**config.mk**
```make
export PLATFORM = sky130hd
export DESIGN_NAME = redmule_scheduler
export DESIGN_NICKNAME = d
export VERILOG_FILES = /design/src/redmule_cfg_pkg.sv /design/src/redmule_reg_pkg.sv /design/src/redmule_sched_fsm.sv /design/src/redmule_x_tile_ctrl.sv /design/src/redmule_w_tile_ctrl.sv /design/src/redmule_z_tile_ctrl.sv /design/src/redmule_engine_gate.sv /design/src/redmule_scheduler.sv
export SDC_FILE = /design/constraint.sdc
export NUM_CORES = 1
export LEC_CHECK = 0
export BUFFER_PORTS_ARGS = -buffer_cell sky130_fd_sc_hd__buf_2
export CORE_ASPECT_RATIO = 0.9
export CORE_MARGIN = 5
export CORE_UTILIZATION = 55
export CTS_CLUSTER_DIAMETER = 60
export DETAILED_ROUTE_END_ITERATION = 8
export GPL_TIMING_DRIVEN = 1
export PLACE_DENSITY = 0.78
export SETUP_SLACK_MARGIN = 0.1
export SYNTH_ARGS = -nofsm -noshare
export SYNTH_HDL_FRONTEND = slang
export SYNTH_HIERARCHICAL = 1
export SYNTH_SLANG_ARGS = --single-unit
```
**constraint.sdc**
```tcl
create_clock -name clk_i -period 7.27 [get_ports clk_i]
set_input_delay 1.454 -clock clk_i [delete_from_list [all_inputs] [get_ports clk_i]]
set_output_delay 1.454 -clock clk_i [all_outputs]
set_load 0.005 [all_outputs]
```
**src/redmule_cfg_pkg.sv**
```systemverilog
package redmule_cfg_pkg;

  // Systolic array geometry
  localparam int unsigned ARRAY_HEIGHT = 4;
  localparam int unsigned ARRAY_WIDTH  = 12;
  localparam int unsigned PIPE_REGS    = 3;

  // Depth of one tile, a full sweep through every pipeline stage of a row
  localparam int unsigned TOT_DEPTH = ARRAY_HEIGHT * (PIPE_REGS + 1);

  localparam int unsigned ITER_W = 16;
  localparam int unsigned DIM_W  = 8;
  localparam int unsigned REG_W  = 32;

  // Widths of the small sequencing counters
  localparam int unsigned SHIFT_W = $clog2(ARRAY_HEIGHT);
  localparam int unsigned WAIT_W  = $clog2(PIPE_REGS + 1);
  localparam int unsigned DEPTH_W = $clog2(TOT_DEPTH);

  // Scheduler FSM state encoding
  localparam logic [1:0] ST_IDLE    = 2'd0;
  localparam logic [1:0] ST_PRELOAD = 2'd1;
  localparam logic [1:0] ST_LOAD_W  = 2'd2;
  localparam logic [1:0] ST_WAIT    = 2'd3;

endpackage

```
**src/redmule_reg_pkg.sv**
```systemverilog
package redmule_reg_pkg;

  // Iteration words hold the column count in the low half and the row count in the high half
  localparam int unsigned ITER_COLS_LO = 0;
  localparam int unsigned ITER_COLS_HI = 15;
  localparam int unsigned ITER_ROWS_LO = 16;
  localparam int unsigned ITER_ROWS_HI = 31;

  // Leftover word, one byte per edge tile dimension
  // A zero byte means the edge tile is a full tile
  localparam int unsigned LO_W_WIDTH_LO  = 0;
  localparam int unsigned LO_W_WIDTH_HI  = 7;
  localparam int unsigned LO_W_HEIGHT_LO = 8;
  localparam int unsigned LO_W_HEIGHT_HI = 15;
  localparam int unsigned LO_X_HEIGHT_LO = 16;
  localparam int unsigned LO_X_HEIGHT_HI = 23;
  localparam int unsigned LO_X_WIDTH_LO  = 24;
  localparam int unsigned LO_X_WIDTH_HI  = 31;

endpackage

```
**src/redmule_sched_fsm.sv**
```systemverilog
`timescale 1ns/100ps

module redmule_sched_fsm (
  input  logic clk_i,
  input  logic rst_ni,
  input  logic clear_i,
  input  logic first_load_i,
  input  logic y_required_i,
  input  logic x_full_i,
  input  logic y_loaded_i,
  input  logic w_valid_i,
  input  logic x_check_en_i,
  input  logic result_due_i,
  input  logic w_done_i,
  output logic load_w_o,
  output logic shift_w_o,
  output logic stall_o,
  output logic start_o,
  output logic start_comp_o,
  output logic preload_exit_o,
  output logic computing_o,
  output logic w_loaded_o
);
  import redmule_cfg_pkg::*;

  logic [1:0]        state_q, state_d;
  logic [WAIT_W-1:0] wait_cnt_q;
  logic              first_load_q;
  logic              computing_q;
  logic              stall;

  // The array only stalls while a weight row is being loaded
  // Each term is a resource that the next LOAD_W step depends on
  assign stall = (state_q == ST_LOAD_W) &&
                 ((!w_valid_i && !w_done_i) ||
                  (!x_full_i && x_check_en_i) ||
                  (!y_loaded_i && result_due_i && !w_done_i));

  always_comb begin
    state_d = state_q;
    case (state_q)
      ST_IDLE: begin
        if (first_load_i) begin
          state_d = ST_PRELOAD;
        end
      end
      // Hold until the X buffer, and Y when it takes part, hold their first tile
      ST_PRELOAD: begin
        if (x_full_i && (y_loaded_i || !y_required_i)) begin
          state_d = ST_LOAD_W;
        end
      end
      ST_LOAD_W: begin
        if (!stall) begin
          state_d = ST_WAIT;
        end
      end
      default: begin
        if (wait_cnt_q == WAIT_W'(PIPE_REGS)) begin
          state_d = ST_LOAD_W;
        end
      end
    endcase
  end

  always_ff @(posedge clk_i or negedge rst_ni) begin
    if (!rst_ni) begin
      state_q      <= ST_IDLE;
      wait_cnt_q   <= '0;
      first_load_q <= 1'b1;
      computing_q  <= 1'b0;
    end else if (clear_i) begin
      state_q      <= ST_IDLE;
      wait_cnt_q   <= '0;
      first_load_q <= 1'b1;
      computing_q  <= 1'b0;
    end else begin
      state_q <= state_d;
      // WAIT covers PIPE_REGS+1 cycles so results drain through the cell pipeline
      if (state_q == ST_WAIT) begin
        wait_cnt_q <= (wait_cnt_q == WAIT_W'(PIPE_REGS)) ? '0 : wait_cnt_q + 1'b1;
      end
      if (load_w_o) begin
        first_load_q <= 1'b0;
      end
      if (preload_exit_o) begin
        computing_q <= 1'b1;
      end
    end
  end

  assign load_w_o       = (state_q == ST_LOAD_W) && !stall;
  assign shift_w_o      = ((state_q == ST_LOAD_W) || (state_q == ST_WAIT)) && !stall;
  assign stall_o        = stall;
  assign start_o        = (state_q == ST_IDLE) && first_load_i;
  assign preload_exit_o = (state_q == ST_PRELOAD) && (state_d == ST_LOAD_W);
  assign start_comp_o   = first_load_q && (state_d == ST_LOAD_W) && !stall;
  assign computing_o    = computing_q;
  assign w_loaded_o     = load_w_o;

endmodule

```
**src/redmule_x_tile_ctrl.sv**
```systemverilog
`timescale 1ns/100ps

module redmule_x_tile_ctrl (
  input  logic                              clk_i,
  input  logic                              rst_ni,
  input  logic                              clear_i,
  input  logic [redmule_cfg_pkg::REG_W-1:0] x_iters_i,
  input  logic [redmule_cfg_pkg::REG_W-1:0] w_iters_i,
  input  logic [redmule_cfg_pkg::REG_W-1:0] leftovers_i,
  input  logic                              x_full_i,
  input  logic                              x_empty_i,
  input  logic                              x_valid_i,
  input  logic                              load_w_i,
  input  logic                              start_i,
  input  logic                              preload_exit_i,
  output logic                              x_load_o,
  output logic                              x_h_shift_o,
  output logic                              x_pad_setup_o,
  output logic                              x_rst_w_index_o,
  output logic                              last_x_o,
  output logic [redmule_cfg_pkg::DIM_W-1:0] x_height_o,
  output logic [redmule_cfg_pkg::DIM_W-1:0] x_width_o,
  output logic                              x_check_en_o
);
  import redmule_cfg_pkg::*;
  import redmule_reg_pkg::*;

  logic [ITER_W-1:0]  x_cols_last, x_rows_last, w_cols_last;
  logic [ITER_W-1:0]  cols_q, sweep_q, rows_q;
  logic [SHIFT_W-1:0] shift_q;
  logic [DIM_W-1:0]   lo_x_height, lo_x_width;
  logic               done_q, reload_q, empty_q, refill_q;
  logic               cols_wrap, sweep_wrap, done_en, shift_last;
  logic               reload_en, reload_rst;

  assign x_cols_last = x_iters_i[ITER_COLS_HI:ITER_COLS_LO] - ITER_W'(1);
  assign x_rows_last = x_iters_i[ITER_ROWS_HI:ITER_ROWS_LO] - ITER_W'(1);
  assign w_cols_last = w_iters_i[ITER_COLS_HI:ITER_COLS_LO] - ITER_W'(1);
  assign lo_x_height = leftovers_i[LO_X_HEIGHT_HI:LO_X_HEIGHT_LO];
  assign lo_x_width  = leftovers_i[LO_X_WIDTH_HI:LO_X_WIDTH_LO];

  // Each consumed X tile advances the column index; a full column pass is one W sweep
  assign cols_wrap  = x_empty_i && (cols_q == x_cols_last);
  assign sweep_wrap = cols_wrap && (sweep_q == w_cols_last);
  assign done_en    = sweep_wrap && (rows_q == x_rows_last) && !done_q;
  assign shift_last = shift_q == SHIFT_W'(ARRAY_HEIGHT - 1);

  // A reload is requested on start, after each drained tile, or when a full buffer empties
  assign reload_en  = start_i || x_empty_i || (empty_q && !x_full_i);
  assign reload_rst = x_full_i && !reload_en;

  always_ff @(posedge clk_i or negedge rst_ni) begin
    if (!rst_ni) begin
      {cols_q, sweep_q, rows_q, shift_q} <= '0;
      {done_q, reload_q, empty_q, refill_q} <= '0;
    end else if (clear_i) begin
      {cols_q, sweep_q, rows_q, shift_q} <= '0;
      {done_q, reload_q, empty_q, refill_q} <= '0;
    end else begin
      if (x_empty_i && !done_q) begin
        cols_q <= cols_wrap ? '0 : cols_q + 1'b1;
        if (cols_wrap) begin
          sweep_q <= sweep_wrap ? '0 : sweep_q + 1'b1;
        end
        if (sweep_wrap) begin
          rows_q <= rows_q + 1'b1;
        end
      end
      if (done_en) begin
        done_q <= 1'b1;
      end
      if (load_w_i) begin
        shift_q <= shift_last ? '0 : shift_q + 1'b1;
      end
      if (reload_rst) begin
        reload_q <= 1'b0;
      end else if (reload_en) begin
        reload_q <= 1'b1;
      end
      if (!x_full_i) begin
        empty_q <= 1'b0;
      end else if (x_empty_i) begin
        empty_q <= 1'b1;
      end
      // A refilled buffer must be full before the shift wraps into it
      if (x_rst_w_index_o) begin
        refill_q <= 1'b0;
      end else if (x_empty_i) begin
        refill_q <= 1'b1;
      end
    end
  end

  assign x_load_o        = reload_q && !reload_rst && x_valid_i;
  assign x_h_shift_o     = load_w_i;
  assign x_pad_setup_o   = preload_exit_i;
  assign x_rst_w_index_o = load_w_i && shift_last && x_full_i;
  assign last_x_o        = done_en;
  assign x_check_en_o    = refill_q && shift_last && !done_q;

  assign x_height_o = ((cols_q == x_cols_last) && (lo_x_height != '0)) ?
                      lo_x_height : DIM_W'(TOT_DEPTH);
  assign x_width_o  = ((rows_q == x_rows_last) && (lo_x_width != '0)) ?
                      lo_x_width : DIM_W'(ARRAY_WIDTH);

endmodule

```
**src/redmule_w_tile_ctrl.sv**
```systemverilog
`timescale 1ns/100ps

module redmule_w_tile_ctrl (
  input  logic                              clk_i,
  input  logic                              rst_ni,
  input  logic                              clear_i,
  input  logic [redmule_cfg_pkg::REG_W-1:0] w_iters_i,
  input  logic [redmule_cfg_pkg::REG_W-1:0] x_iters_i,
  input  logic [redmule_cfg_pkg::REG_W-1:0] leftovers_i,
  input  logic                              load_w_i,
  input  logic                              shift_w_i,
  input  logic                              w_valid_i,
  output logic                              w_load_o,
  output logic                              w_shift_o,
  output logic [redmule_cfg_pkg::DIM_W-1:0] w_height_o,
  output logic [redmule_cfg_pkg::DIM_W-1:0] w_width_o,
  output logic                              w_done_o,
  output logic                              w_col_wrap_o
);
  import redmule_cfg_pkg::*;
  import redmule_reg_pkg::*;

  logic [ITER_W-1:0] w_rows, w_rows_last, w_cols_last, x_rows_last;
  logic [ITER_W-1:0] rows_q, cols_q, mat_q;
  logic [DIM_W-1:0]  lo_w_height, lo_w_width;
  logic              done_q, rows_en, mat_en, done_en;

  assign w_rows      = w_iters_i[ITER_ROWS_HI:ITER_ROWS_LO];
  assign w_rows_last = w_rows - ITER_W'(1);
  assign w_cols_last = w_iters_i[ITER_COLS_HI:ITER_COLS_LO] - ITER_W'(1);
  assign x_rows_last = x_iters_i[ITER_ROWS_HI:ITER_ROWS_LO] - ITER_W'(1);
  assign lo_w_height = leftovers_i[LO_W_HEIGHT_HI:LO_W_HEIGHT_LO];
  assign lo_w_width  = leftovers_i[LO_W_WIDTH_HI:LO_W_WIDTH_LO]; 

  // One W row is consumed per unstalled LOAD_W cycle with valid data
  assign rows_en      = load_w_i && w_valid_i && !done_q;
  assign w_col_wrap_o = rows_en && (rows_q == w_rows_last);
  assign mat_en       = w_col_wrap_o && (cols_q == w_cols_last);
  // The whole W matrix is swept once per X row tile
  assign done_en      = mat_en && (mat_q == x_rows_last);

  always_ff @(posedge clk_i or negedge rst_ni) begin
    if (!rst_ni) begin
      {rows_q, cols_q, mat_q} <= '0;
      done_q <= 1'b0;
    end else if (clear_i) begin
      {rows_q, cols_q, mat_q} <= '0;
      done_q <= 1'b0;
    end else begin
      if (rows_en) begin
        rows_q <= w_col_wrap_o ? '0 : rows_q + 1'b1;
      end
      if (w_col_wrap_o) begin
        cols_q <= mat_en ? '0 : cols_q + 1'b1;
      end
      if (mat_en) begin
        mat_q <= mat_q + 1'b1;
      end
      if (done_en) begin
        done_q <= 1'b1;
      end
    end
  end

  assign w_load_o  = load_w_i;
  assign w_shift_o = shift_w_i;
  assign w_done_o  = done_q;

  // The short edge rows cover the last PIPE_REGS+1 row steps of a sweep
  assign w_height_o = ((rows_q >= w_rows - ITER_W'(PIPE_REGS + 1)) && (lo_w_height != '0)) ?
                      lo_w_height : DIM_W'(ARRAY_HEIGHT);
  assign w_width_o  = ((cols_q == w_cols_last) && (lo_w_width != '0)) ?
                      lo_w_width : DIM_W'(TOT_DEPTH);

endmodule

```
**src/redmule_z_tile_ctrl.sv**
```systemverilog
`timescale 1ns/100ps

module redmule_z_tile_ctrl (
  input  logic                              clk_i,
  input  logic                              rst_ni,
  input  logic                              clear_i,
  input  logic [redmule_cfg_pkg::REG_W-1:0] w_iters_i,
  input  logic [redmule_cfg_pkg::REG_W-1:0] leftovers_i,
  input  logic                              z_empty_i,
  input  logic                              y_valid_i,
  input  logic                              z_ready_i,
  input  logic                              w_col_wrap_i,
  input  logic                              stall_i,
  input  logic                              start_comp_i,
  input  logic                              reg_enable_i,
  output logic                              y_push_enable_o,
  output logic                              z_fill_o,
  output logic                              z_first_load_o,
  output logic [redmule_cfg_pkg::DIM_W-1:0] y_width_o,
  output logic [redmule_cfg_pkg::DIM_W-1:0] y_height_o,
  output logic [redmule_cfg_pkg::DIM_W-1:0] z_width_o,
  output logic [redmule_cfg_pkg::DIM_W-1:0] z_height_o,
  output logic                              y_valid_o,
  output logic                              z_ready_o,
  output logic                              result_due_o
);
  import redmule_cfg_pkg::*;
  import redmule_reg_pkg::*;

  logic [ITER_W-1:0]  w_cols_last, w_rows_last, y_cols_q, y_rows_q;
  logic [WAIT_W-1:0]  wait_q;
  logic [DEPTH_W-1:0] avail_q, push_q;
  logic [DIM_W-1:0]   lo_w_height, lo_w_width, y_width, y_height;
  logic [DIM_W-1:0]   z_width_q, z_height_q, y_height_last, z_height_last;
  logic               wait_en_q, avail_en_q, push_en_q;
  logic               y_cols_wrap, wait_last, wait_clr, avail_clr, push_set, push_clr;

  assign w_cols_last = w_iters_i[ITER_COLS_HI:ITER_COLS_LO] - ITER_W'(1);
  assign w_rows_last = w_iters_i[ITER_ROWS_HI:ITER_ROWS_LO] - ITER_W'(1);
  assign lo_w_height = leftovers_i[LO_W_HEIGHT_HI:LO_W_HEIGHT_LO];
  assign lo_w_width  = leftovers_i[LO_W_WIDTH_HI:LO_W_WIDTH_LO];

  assign y_cols_wrap   = z_empty_i && (y_cols_q == w_cols_last);
  assign y_height_last = y_height - DIM_W'(1);
  assign z_height_last = z_height_q - DIM_W'(1);

  // After a W row sweep the results need PIPE_REGS+1 steps to leave the array,
  // then stay available for one Z tile height while the next Y tile is pushed
  assign wait_last = wait_q == WAIT_W'(PIPE_REGS);
  assign wait_clr  = wait_en_q && !stall_i && wait_last;
  assign avail_clr = avail_en_q && !stall_i && (avail_q == z_height_last[DEPTH_W-1:0]);
  assign push_set  = (wait_en_q && !stall_i && (wait_q == WAIT_W'(PIPE_REGS - 1))) ||
                     start_comp_i;
  assign push_clr  = push_en_q && !stall_i && (push_q == y_height_last[DEPTH_W-1:0]);

  always_ff @(posedge clk_i or negedge rst_ni) begin
    if (!rst_ni) begin
      {y_cols_q, y_rows_q, wait_q, avail_q, push_q} <= '0;
      {wait_en_q, avail_en_q, push_en_q} <= '0;
      {z_width_q, z_height_q} <= '0;
    end else if (clear_i) begin
      {y_cols_q, y_rows_q, wait_q, avail_q, push_q} <= '0;
      {wait_en_q, avail_en_q, push_en_q} <= '0;
      {z_width_q, z_height_q} <= '0;
    end else begin
      if (z_empty_i) begin
        y_cols_q <= y_cols_wrap ? '0 : y_cols_q + 1'b1;
        if (y_cols_wrap) begin
          y_rows_q <= (y_rows_q == w_rows_last) ? '0 : y_rows_q + 1'b1;
        end
      end
      if (wait_clr) begin
        wait_en_q <= 1'b0;
      end else if (w_col_wrap_i) begin
        wait_en_q <= 1'b1;
      end
      if (wait_en_q && !stall_i) begin
        wait_q <= wait_last ? '0 : wait_q + 1'b1;
      end
      if (avail_clr) begin
        avail_en_q <= 1'b0;
      end else if (wait_clr) begin
        avail_en_q <= 1'b1;
      end
      if (avail_en_q && !stall_i) begin
        avail_q <= avail_clr ? '0 : avail_q + 1'b1;
      end
      if (push_clr) begin
        push_en_q <= 1'b0;
      end else if (push_set) begin
        push_en_q <= 1'b1;
      end
      if (push_en_q && !stall_i) begin
        push_q <= push_clr ? '0 : push_q + 1'b1;
      end
      // The Z tile in flight keeps the size of the Y tile it started from
      if (z_empty_i || start_comp_i) begin
        z_width_q  <= y_width;
        z_height_q <= y_height;
      end
    end
  end

  assign y_width  = ((y_rows_q == w_rows_last) && (lo_w_height != '0)) ?
                    lo_w_height : DIM_W'(ARRAY_WIDTH);
  assign y_height = ((y_cols_q == w_cols_last) && (lo_w_width != '0)) ?
                    lo_w_width : DIM_W'(TOT_DEPTH);

  assign y_push_enable_o = push_en_q && !stall_i;
  assign z_fill_o        = avail_en_q && reg_enable_i;
  assign z_first_load_o  = (y_cols_q == '0) && (y_rows_q == '0);
  assign y_width_o       = y_width;
  assign y_height_o      = y_height;
  assign z_width_o       = z_width_q;
  assign z_height_o      = z_height_q;
  assign y_valid_o       = y_valid_i;
  assign z_ready_o       = z_ready_i;
  assign result_due_o    = wait_last;

endmodule

```
**src/redmule_engine_gate.sv**
```systemverilog
`timescale 1ns/100ps

module redmule_engine_gate (
  input  logic                                    clk_i,
  input  logic                                    rst_ni,
  input  logic                                    clear_i,
  input  logic                                    computing_i,
  input  logic                                    stall_i,
  input  logic                                    y_push_en_i,
  input  logic [redmule_cfg_pkg::DIM_W-1:0]       z_width_i,
  output logic                                    reg_enable_o,
  output logic                                    accumulate_o,
  output logic [redmule_cfg_pkg::ARRAY_WIDTH-1:0] row_clk_en_o
);
  import redmule_cfg_pkg::*;

  logic                   enable_d;
  logic                   pushing_q;
  logic [ARRAY_WIDTH-1:0] row_en_d;

  assign enable_d = computing_i && !stall_i;

  // Only the rows that hold a valid Z column are clocked
  always_comb begin
    for (int i = 0; i < ARRAY_WIDTH; i++) begin
      row_en_d[i] = enable_d && (DIM_W'(i) < z_width_i);
    end
  end

  always_ff @(posedge clk_i or negedge rst_ni) begin
    if (!rst_ni) begin
      reg_enable_o <= 1'b0;
      row_clk_en_o <= '0;
      pushing_q    <= 1'b0;
    end else if (clear_i) begin
      reg_enable_o <= 1'b0;
      row_clk_en_o <= '0;
      pushing_q    <= 1'b0;
    end else begin
      reg_enable_o <= enable_d;
      row_clk_en_o <= row_en_d;
      pushing_q    <= y_push_en_i;
    end
  end

  // A fresh Y tile restarts the sum instead of accumulating onto it
  assign accumulate_o = !pushing_q;

endmodule

```
**src/redmule_scheduler.sv**
```systemverilog
`timescale 1ns/100ps

module redmule_scheduler (
  input  logic                                    clk_i,
  input  logic                                    rst_ni,
  input  logic                                    clear_i,
  input  logic                                    first_load_i,
  input  logic                                    y_required_i,
  input  logic [redmule_cfg_pkg::REG_W-1:0]       x_iters_i,
  input  logic [redmule_cfg_pkg::REG_W-1:0]       w_iters_i,
  input  logic [redmule_cfg_pkg::REG_W-1:0]       leftovers_i,
  input  logic                                    x_valid_i,
  input  logic                                    w_valid_i,
  input  logic                                    y_valid_i,
  input  logic                                    z_ready_i,
  input  logic                                    x_full_i,
  input  logic                                    x_empty_i,
  input  logic                                    z_empty_i,
  input  logic                                    y_loaded_i,
  output logic                                    reg_enable_o,
  output logic [redmule_cfg_pkg::ARRAY_WIDTH-1:0] row_clk_en_o,
  output logic                                    accumulate_o,
  output logic                                    x_load_o,
  output logic                                    x_h_shift_o,
  output logic                                    x_pad_setup_o,
  output logic                                    x_rst_w_index_o,
  output logic                                    last_x_o,
  output logic [redmule_cfg_pkg::DIM_W-1:0]       x_height_o,
  output logic [redmule_cfg_pkg::DIM_W-1:0]       x_width_o,
  output logic                                    w_load_o,
  output logic                                    w_shift_o,
  output logic [redmule_cfg_pkg::DIM_W-1:0]       w_height_o,
  output logic [redmule_cfg_pkg::DIM_W-1:0]       w_width_o,
  output logic                                    w_loaded_o,
  output logic                                    y_push_enable_o,
  output logic                                    z_fill_o,
  output logic                                    z_first_load_o,
  output logic [redmule_cfg_pkg::DIM_W-1:0]       y_width_o,
  output logic [redmule_cfg_pkg::DIM_W-1:0]       y_height_o,
  output logic [redmule_cfg_pkg::DIM_W-1:0]       z_width_o,
  output logic [redmule_cfg_pkg::DIM_W-1:0]       z_height_o,
  output logic                                    y_valid_o,
  output logic                                    z_ready_o
);

  logic load_w, shift_w, stall;
  logic start, start_comp, preload_exit, computing;
  logic x_check_en, w_done, w_col_wrap, result_due;

  // Ports named as on the top level connect by name
  redmule_sched_fsm i_sched_fsm (
    .x_check_en_i   (x_check_en),
    .result_due_i   (result_due),
    .w_done_i       (w_done),
    .load_w_o       (load_w),
    .shift_w_o      (shift_w),
    .stall_o        (stall),
    .start_o        (start),
    .start_comp_o   (start_comp),
    .preload_exit_o (preload_exit),
    .computing_o    (computing),
    .*
  );

  redmule_x_tile_ctrl i_x_tile_ctrl (
    .load_w_i       (load_w),
    .start_i        (start),
    .preload_exit_i (preload_exit),
    .x_check_en_o   (x_check_en),
    .*
  );

  redmule_w_tile_ctrl i_w_tile_ctrl (
    .load_w_i     (load_w),
    .shift_w_i    (shift_w),
    .w_done_o     (w_done),
    .w_col_wrap_o (w_col_wrap),
    .*
  );

  redmule_z_tile_ctrl i_z_tile_ctrl (
    .w_col_wrap_i (w_col_wrap),
    .stall_i      (stall),
    .start_comp_i (start_comp),
    .reg_enable_i (reg_enable_o),
    .result_due_o (result_due),
    .*
  );

  redmule_engine_gate i_engine_gate (
    .computing_i (computing),
    .stall_i     (stall),
    .y_push_en_i (y_push_enable_o),
    .z_width_i   (z_width_o),
    .*
  );

endmodule

```
After elaboration in Yosys (flattened, before gate mapping)
Index checks and enable logic that the tools add are counted.
- register bits: 184
- bits in latches: 0
- memory bits (writable): 0
- ROM bits: 0
- input port bits: 109
- output and inout bits: 91
- word-level logic and storage cells: 274
- memories kept: 0
- $add $sub $neg: 20
- multipliers: 0
- divide/modulo/power cells: 0
- $lt $le $gt $ge: 13
- equality and inequality tests: 19
- shift-type cells: 0
- mux-type cells: 84
- bitwise gates (word level): 0
- reduce and logical (&&, ||, !) cells: 109
- operator list (kind ; count):
    $mux W16 ; 25
    $add A16 B1 Y16 const B ; 8
    $eq A16 B16 Y1 ; 8
    $mux W8 ; 10
    $sub A16 B1 Y16 const B ; 4
    $logic_and A1 B1 Y1 ; 59
    $reduce_bool A2 Y1 ; 17
    $logic_not A16 Y1 ; 2
    $lt A3 B8 Y1 const A ; 4
    $lt A4 B8 Y1 const A ; 4
    $reduce_bool A8 Y1 ; 4
    $mux W2 ; 14
    $mux W1 ; 27
    $mux W4 ; 6
    $ge A16 B16 Y1 ; 1
    $lt A1 B8 Y1 const A ; 2
    $lt A2 B8 Y1 const A ; 2
    $sub A16 B3 Y16 const B ; 1
    $reduce_bool A3 Y1 ; 5
    $eq A2 B2 Y1 const B ; 7
    $mux W12 ; 1
    $logic_not A1 Y1 ; 10
    $add A4 B1 Y4 const B ; 2
    $eq A4 B4 Y1 ; 2
    8 further kinds ; 20

Longest topological paths before layout
- depth in word-level cells: 16
- depth in mapped cells: 13

By module
Netlist, hierarchy kept.
- modules (own cells, without submodules) (module ; times used ; cells an instance ; area an instance (sq um)):
    redmule_w_tile_ctrl ; 1 ; 665 ; 5496.5
    redmule_z_tile_ctrl ; 1 ; 571 ; 4680.7
    redmule_x_tile_ctrl ; 1 ; 582 ; 4658.2
    redmule_engine_gate ; 1 ; 48 ; 535.5
    redmule_sched_fsm ; 1 ; 44 ; 420.4

Worst setup path before layout
Ideal clock, no wire load.
- path type: input to output
- from: input w_iters_i[0] (netlist bit)
- to: output y_height_o[0] (netlist bit)
- arrival time: 4.194 ns
- data required time: 5.816 ns
- slack: 1.622 ns
- cell stages on the path: 10
- buffers on the path: 2
- cells stage by stage: inv_1 ha_1 or3b_1 or4_1 a2111oi_0 o2111ai_1 a2111oi_1 buf_2 clkbuf_1 and2_1
- longest elaborated chain between the ends: 4
- ends and longest elaborated chain (element ; RTL line ; RTL):
    from (decl) ; redmule_scheduler.sv:10 ; input logic [redmule_cfg_pkg::REG_W-1:0] w_iters_i,
    $sub A16 B1 Y16 ; redmule_z_tile_ctrl.sv:38 ; assign w_cols_last = w_iters_i[ITER_COLS_HI:ITER_COLS_LO] - ITER_W'(1);
    $eq A16 B16 Y1 ; redmule_z_tile_ctrl.sv:106 ; assign y_height = ((y_cols_q == w_cols_last) && (lo_w_width != '0)) ?
    $logic_and A1 B1 Y1 ; redmule_z_tile_ctrl.sv:106 ;
    $mux W8 ; redmule_z_tile_ctrl.sv:106 ;
    to (decl) ; redmule_scheduler.sv:39 ; output logic [redmule_cfg_pkg::DIM_W-1:0] y_height_o,
Every way passes these cells.

Worst setup path in the final report
- from: input w_iters_i[18] (netlist bit)
- to: output y_width_o[2] (netlist bit)
- longest elaborated chain between the ends: 4
- ends and longest elaborated chain (element ; RTL line ; RTL):
    $sub A16 B1 Y16 ; redmule_z_tile_ctrl.sv:39 ; assign w_rows_last = w_iters_i[ITER_ROWS_HI:ITER_ROWS_LO] - ITER_W'(1);
    $eq A16 B16 Y1 ; redmule_z_tile_ctrl.sv:104 ; assign y_width = ((y_rows_q == w_rows_last) && (lo_w_height != '0)) ?
    $logic_and A1 B1 Y1 ; redmule_z_tile_ctrl.sv:104 ;
    $mux W8 ; redmule_z_tile_ctrl.sv:104 ;
    to (decl) ; redmule_scheduler.sv:38 ; output logic [redmule_cfg_pkg::DIM_W-1:0] y_width_o,
Every way passes these cells.

==> qor.yml <==
power_and_ir_drop:
  p_leak_nw: 7.30
  seqPwrFrac_pct: 45.0
  p_sw_share_pct: 31.0
  power.total_mw: 2.40
  clock_power_share_pct: 38.4
  p_per_area_nw_per_um2: 138
  p_sw_mw: 0.744
  p_comb_share_pct: 16.6
  p_int_mw: 1.66
  vdd_ir_drop_max_mv: 0.159
place:
  numPortBuffers: 195
  dp_worst_setup_slack_ps: 1030
  hpwl_mm: 32.0
  placed_cells: 2368
  dpl-instance-area_um2: 16800
  routabilityCongestion: 0.945
setup_path:
  crit_fanout: 13
  reg2reg_depth: 12
  cp-end-kind: "primary output"
  path_class: "input port to primary output"
  worst_setup_path_start_kind: "input port"
  r2r-start: "i_x_tile_ctrl/shift_q[0]"
  reg2reg_slack_ps: 3130
  timing.rr.end: "i_w_tile_ctrl/mat_q[0]"
  crit_required_ps: 5820
  crit_arrival_ps: 4790
global_route:
  grt_max_degree: 111
  use_met2_pct: 43.1
  grt_pass1_vias: 14200
  antenna_found_initial: 1
  use_met3_pct: 3.61
  grt.overflow.total: 0
  use_met1_pct: 37.5
  gr-usage-all-layers_pct: 26.3
  gr-max-usage-layer: "met2"
  grt_pass1_wl_mm: 71.3
drt:
  drc: 0
  vias: 15200
  drtIter0Drc: 1411
  firstDrtPassIters: 5
  antenna_left: 0
  wirelength_mm: 43.7
  detail_route.wl_per_cell_um: 18.2
  vias_per_cell: 6.33
floorplanning:
  die_y_um: 171
  io_pins: 200
  core_area_um2: 28200
  die_w_um: 189
  start_util_pct: 56.1
  rows: 58
  die_area_um2: 32200
clock_tree:
  clockBufferDepth: 2
  htree_levels: 4
  cts.repair.resized: 0
  clock-sinks: 184
  cts_hold_buf: 0
  cts-root-buf: "clkbuf_16"
  tritoncts: "yes"
  clk_latency_ps: 440
  cts_buffers: 17
  post_cts_buffers: 0
  clk_pin_slew_worst_paths_ps: 70
synth:
  synth_edf_count: 0
  synth_top_area_share_pct: 29.0
  synth_nets: 2061
  synth_ff_type: "dfrtp_1"
  synth_area_um2: 15800
  synth_warnings: 6
  synth_seq_cells: 184
  yosysSeqAreaShare_pct: 29.2
  ys_top_cells_by_area: "dfrtp_1 29%, xnor2_1 5.6%, xor2_1 5.0%, nand2_1 3.7%, nor2_1 3.5%"
  async_flop_share_pct: 100
  synthCells: 1910
  syn_avg_cell_area_um2: 8.27
  ys_types: 101
  yosys.area.top_type: "dfrtp_1"
final_layout:
  stdcell_count: 2400
  final_util_pct: 61.8
  antennaDiodeCount: 0
  fillers: 2462
  syn_to_final_growth_pct: 10.1
  final_common_cell: "buf_2"
  drive_above_1_share_pct: 15.2
  final_cell_mix: "193 x buf_2, 183 x dfrtp_1, 154 x nand2_1"
  stdcell_area_um2: 17400
  final_nets: 2178
timing:
  finalSetupViolCount: 0
  hold_viol_final: 0
  post-route-period-util_pct: 85.8
  whs_ps: 485
  period_needed_ps: 6240
  fin_ws_ps: 1030
  worst_slew_pin_slew_ps: 1170
  rsz0062_at_grt: "false"
  slew_violations: 0
  relSlewSlack_pct: 21.8
  skew_ps: 16.6
  max_freq_ghz: 0.160
  setup_tns_ps: 0
worst_hold_path:
  hold_class: "flip-flop to flip-flop"
  min_path_cells: 2
  min_from: "i_sched_fsm/first_load_q"
  min_to: "i_sched_fsm/first_load_q"
outcome:
  status: "complete, no violations"
job:
  drv_cap: 0
-- layout make-up --
| cell class | instances | area [µm²] | area share, % |
|---|---|---|---|
| Clock inverter | 13 | 129 | 0.741 |
| Sequential cell | 184 | 4610 | 26.5 |
| Clock buffer | 19 | 453 | 2.60 |
| Multi-Input combinational cell | 1553 | 10400 | 60.1 |
| Inverter | 67 | 251 | 1.45 |
| Timing Repair Buffer | 204 | 1050 | 6.07 |
| Tap cell | 360 | 450 | 2.59 |
-- registers in the layout, indices dropped and copies added (netlist names), 2 cells and up --
register / cells
i_w_tile_ctrl/cols_q: 16
i_z_tile_ctrl/y_cols_q: 16
i_z_tile_ctrl/push_q: 4
i_x_tile_ctrl/rows_q: 16
i_sched_fsm/state_q: 2
i_x_tile_ctrl/cols_q: 16
i_z_tile_ctrl/y_rows_q: 16
i_z_tile_ctrl/wait_q: 2
i_sched_fsm/wait_cnt_q: 2
i_engine_gate/row_clk_en_o: 12
i_w_tile_ctrl/mat_q: 16
i_x_tile_ctrl/sweep_q: 16
i_w_tile_ctrl/rows_q: 16
i_z_tile_ctrl/z_width_o: 8
i_z_tile_ctrl/avail_q: 4
i_z_tile_ctrl/z_height_o: 8
i_x_tile_ctrl/shift_q: 2
-- worst max path at each step --
stage,startpoint,endpoint,slack (ps),depth (start not counted)
floorplan,w_iters_i[0],y_height_o[0],1620,10
global placement,w_iters_i[18],y_width_o[3],1140,10
detailed placement,w_iters_i[18],y_width_o[2],1030,10
CTS,w_iters_i[18],y_width_o[2],1020,10
global route,w_iters_i[18],y_width_o[3],750,10
finish,w_iters_i[18],y_width_o[2],1030,10
-- cells in the mapped netlist, types with 21 or more instances --
master and instances:
or3_1 43, nand2b_1 23, dfrtp_1 183, o21ai_0 60, and3_1 39, nor3_1 96, a21oi_1 93, clkbuf_1 64
a31oi_1 22, or4_1 31, and2_1 39, ha_1 42, inv_1 66, xor2_1 91, o211ai_1 24, nor4_1 49
buf_2 21, nand4_1 40, xnor2_1 101, nand2_1 154, nand3_1 79, nor2_1 147, nor2b_1 44
-- layer usage --
| metal | share of wire [%] | up-vias |
|---|---|---|
| met5 | 0.046 | - |
| met4 | 1.3 | 2 |
| met3 | 6.8 | 50 |
| met2 | 47 | 537 |
| met1 | 45 | 7370 |
| li1 | - | 7235 |
-- power groups by stage --
stage,Clock [mW],Sequential [mW],Combinational [mW]
6_report,0.922,1.08,0.399
5_1_grt,0.988,1.09,0.441
4_1_cts,0.943,1.08,0.395
3_5_place_dp,0,1.10,0.393
3_3_place_gp,0,1.10,0.381
2_1_floorplan,0,1.08,0.252
-- cell families (layout without fill, tap and decap cells) --
group | after synthesis | count (layout) | synth area share (%)
simple gates | 920 | 920 | 34.1
xor+xnor | 193 | 193 | 10.8
buf+inv | 173 | 303 | 4.78
fa+ha+maj | 42 | 42 | 3.33
compound gates | 359 | 359 | 15.2
flops | 184 | 184 | 29.2
mux | 39 | 39 | 2.65
-- worst max-delay path, cell delays in order --
cell and delay [ps]:
buf_2 170, or4_1 650, or4_1 630, nor3_1 230
a211oi_1 90, or4_1 560, nor4_2 450, nand2_1 190
or2_1 240, buf_2 130
(Power assumes the default switching activity.)
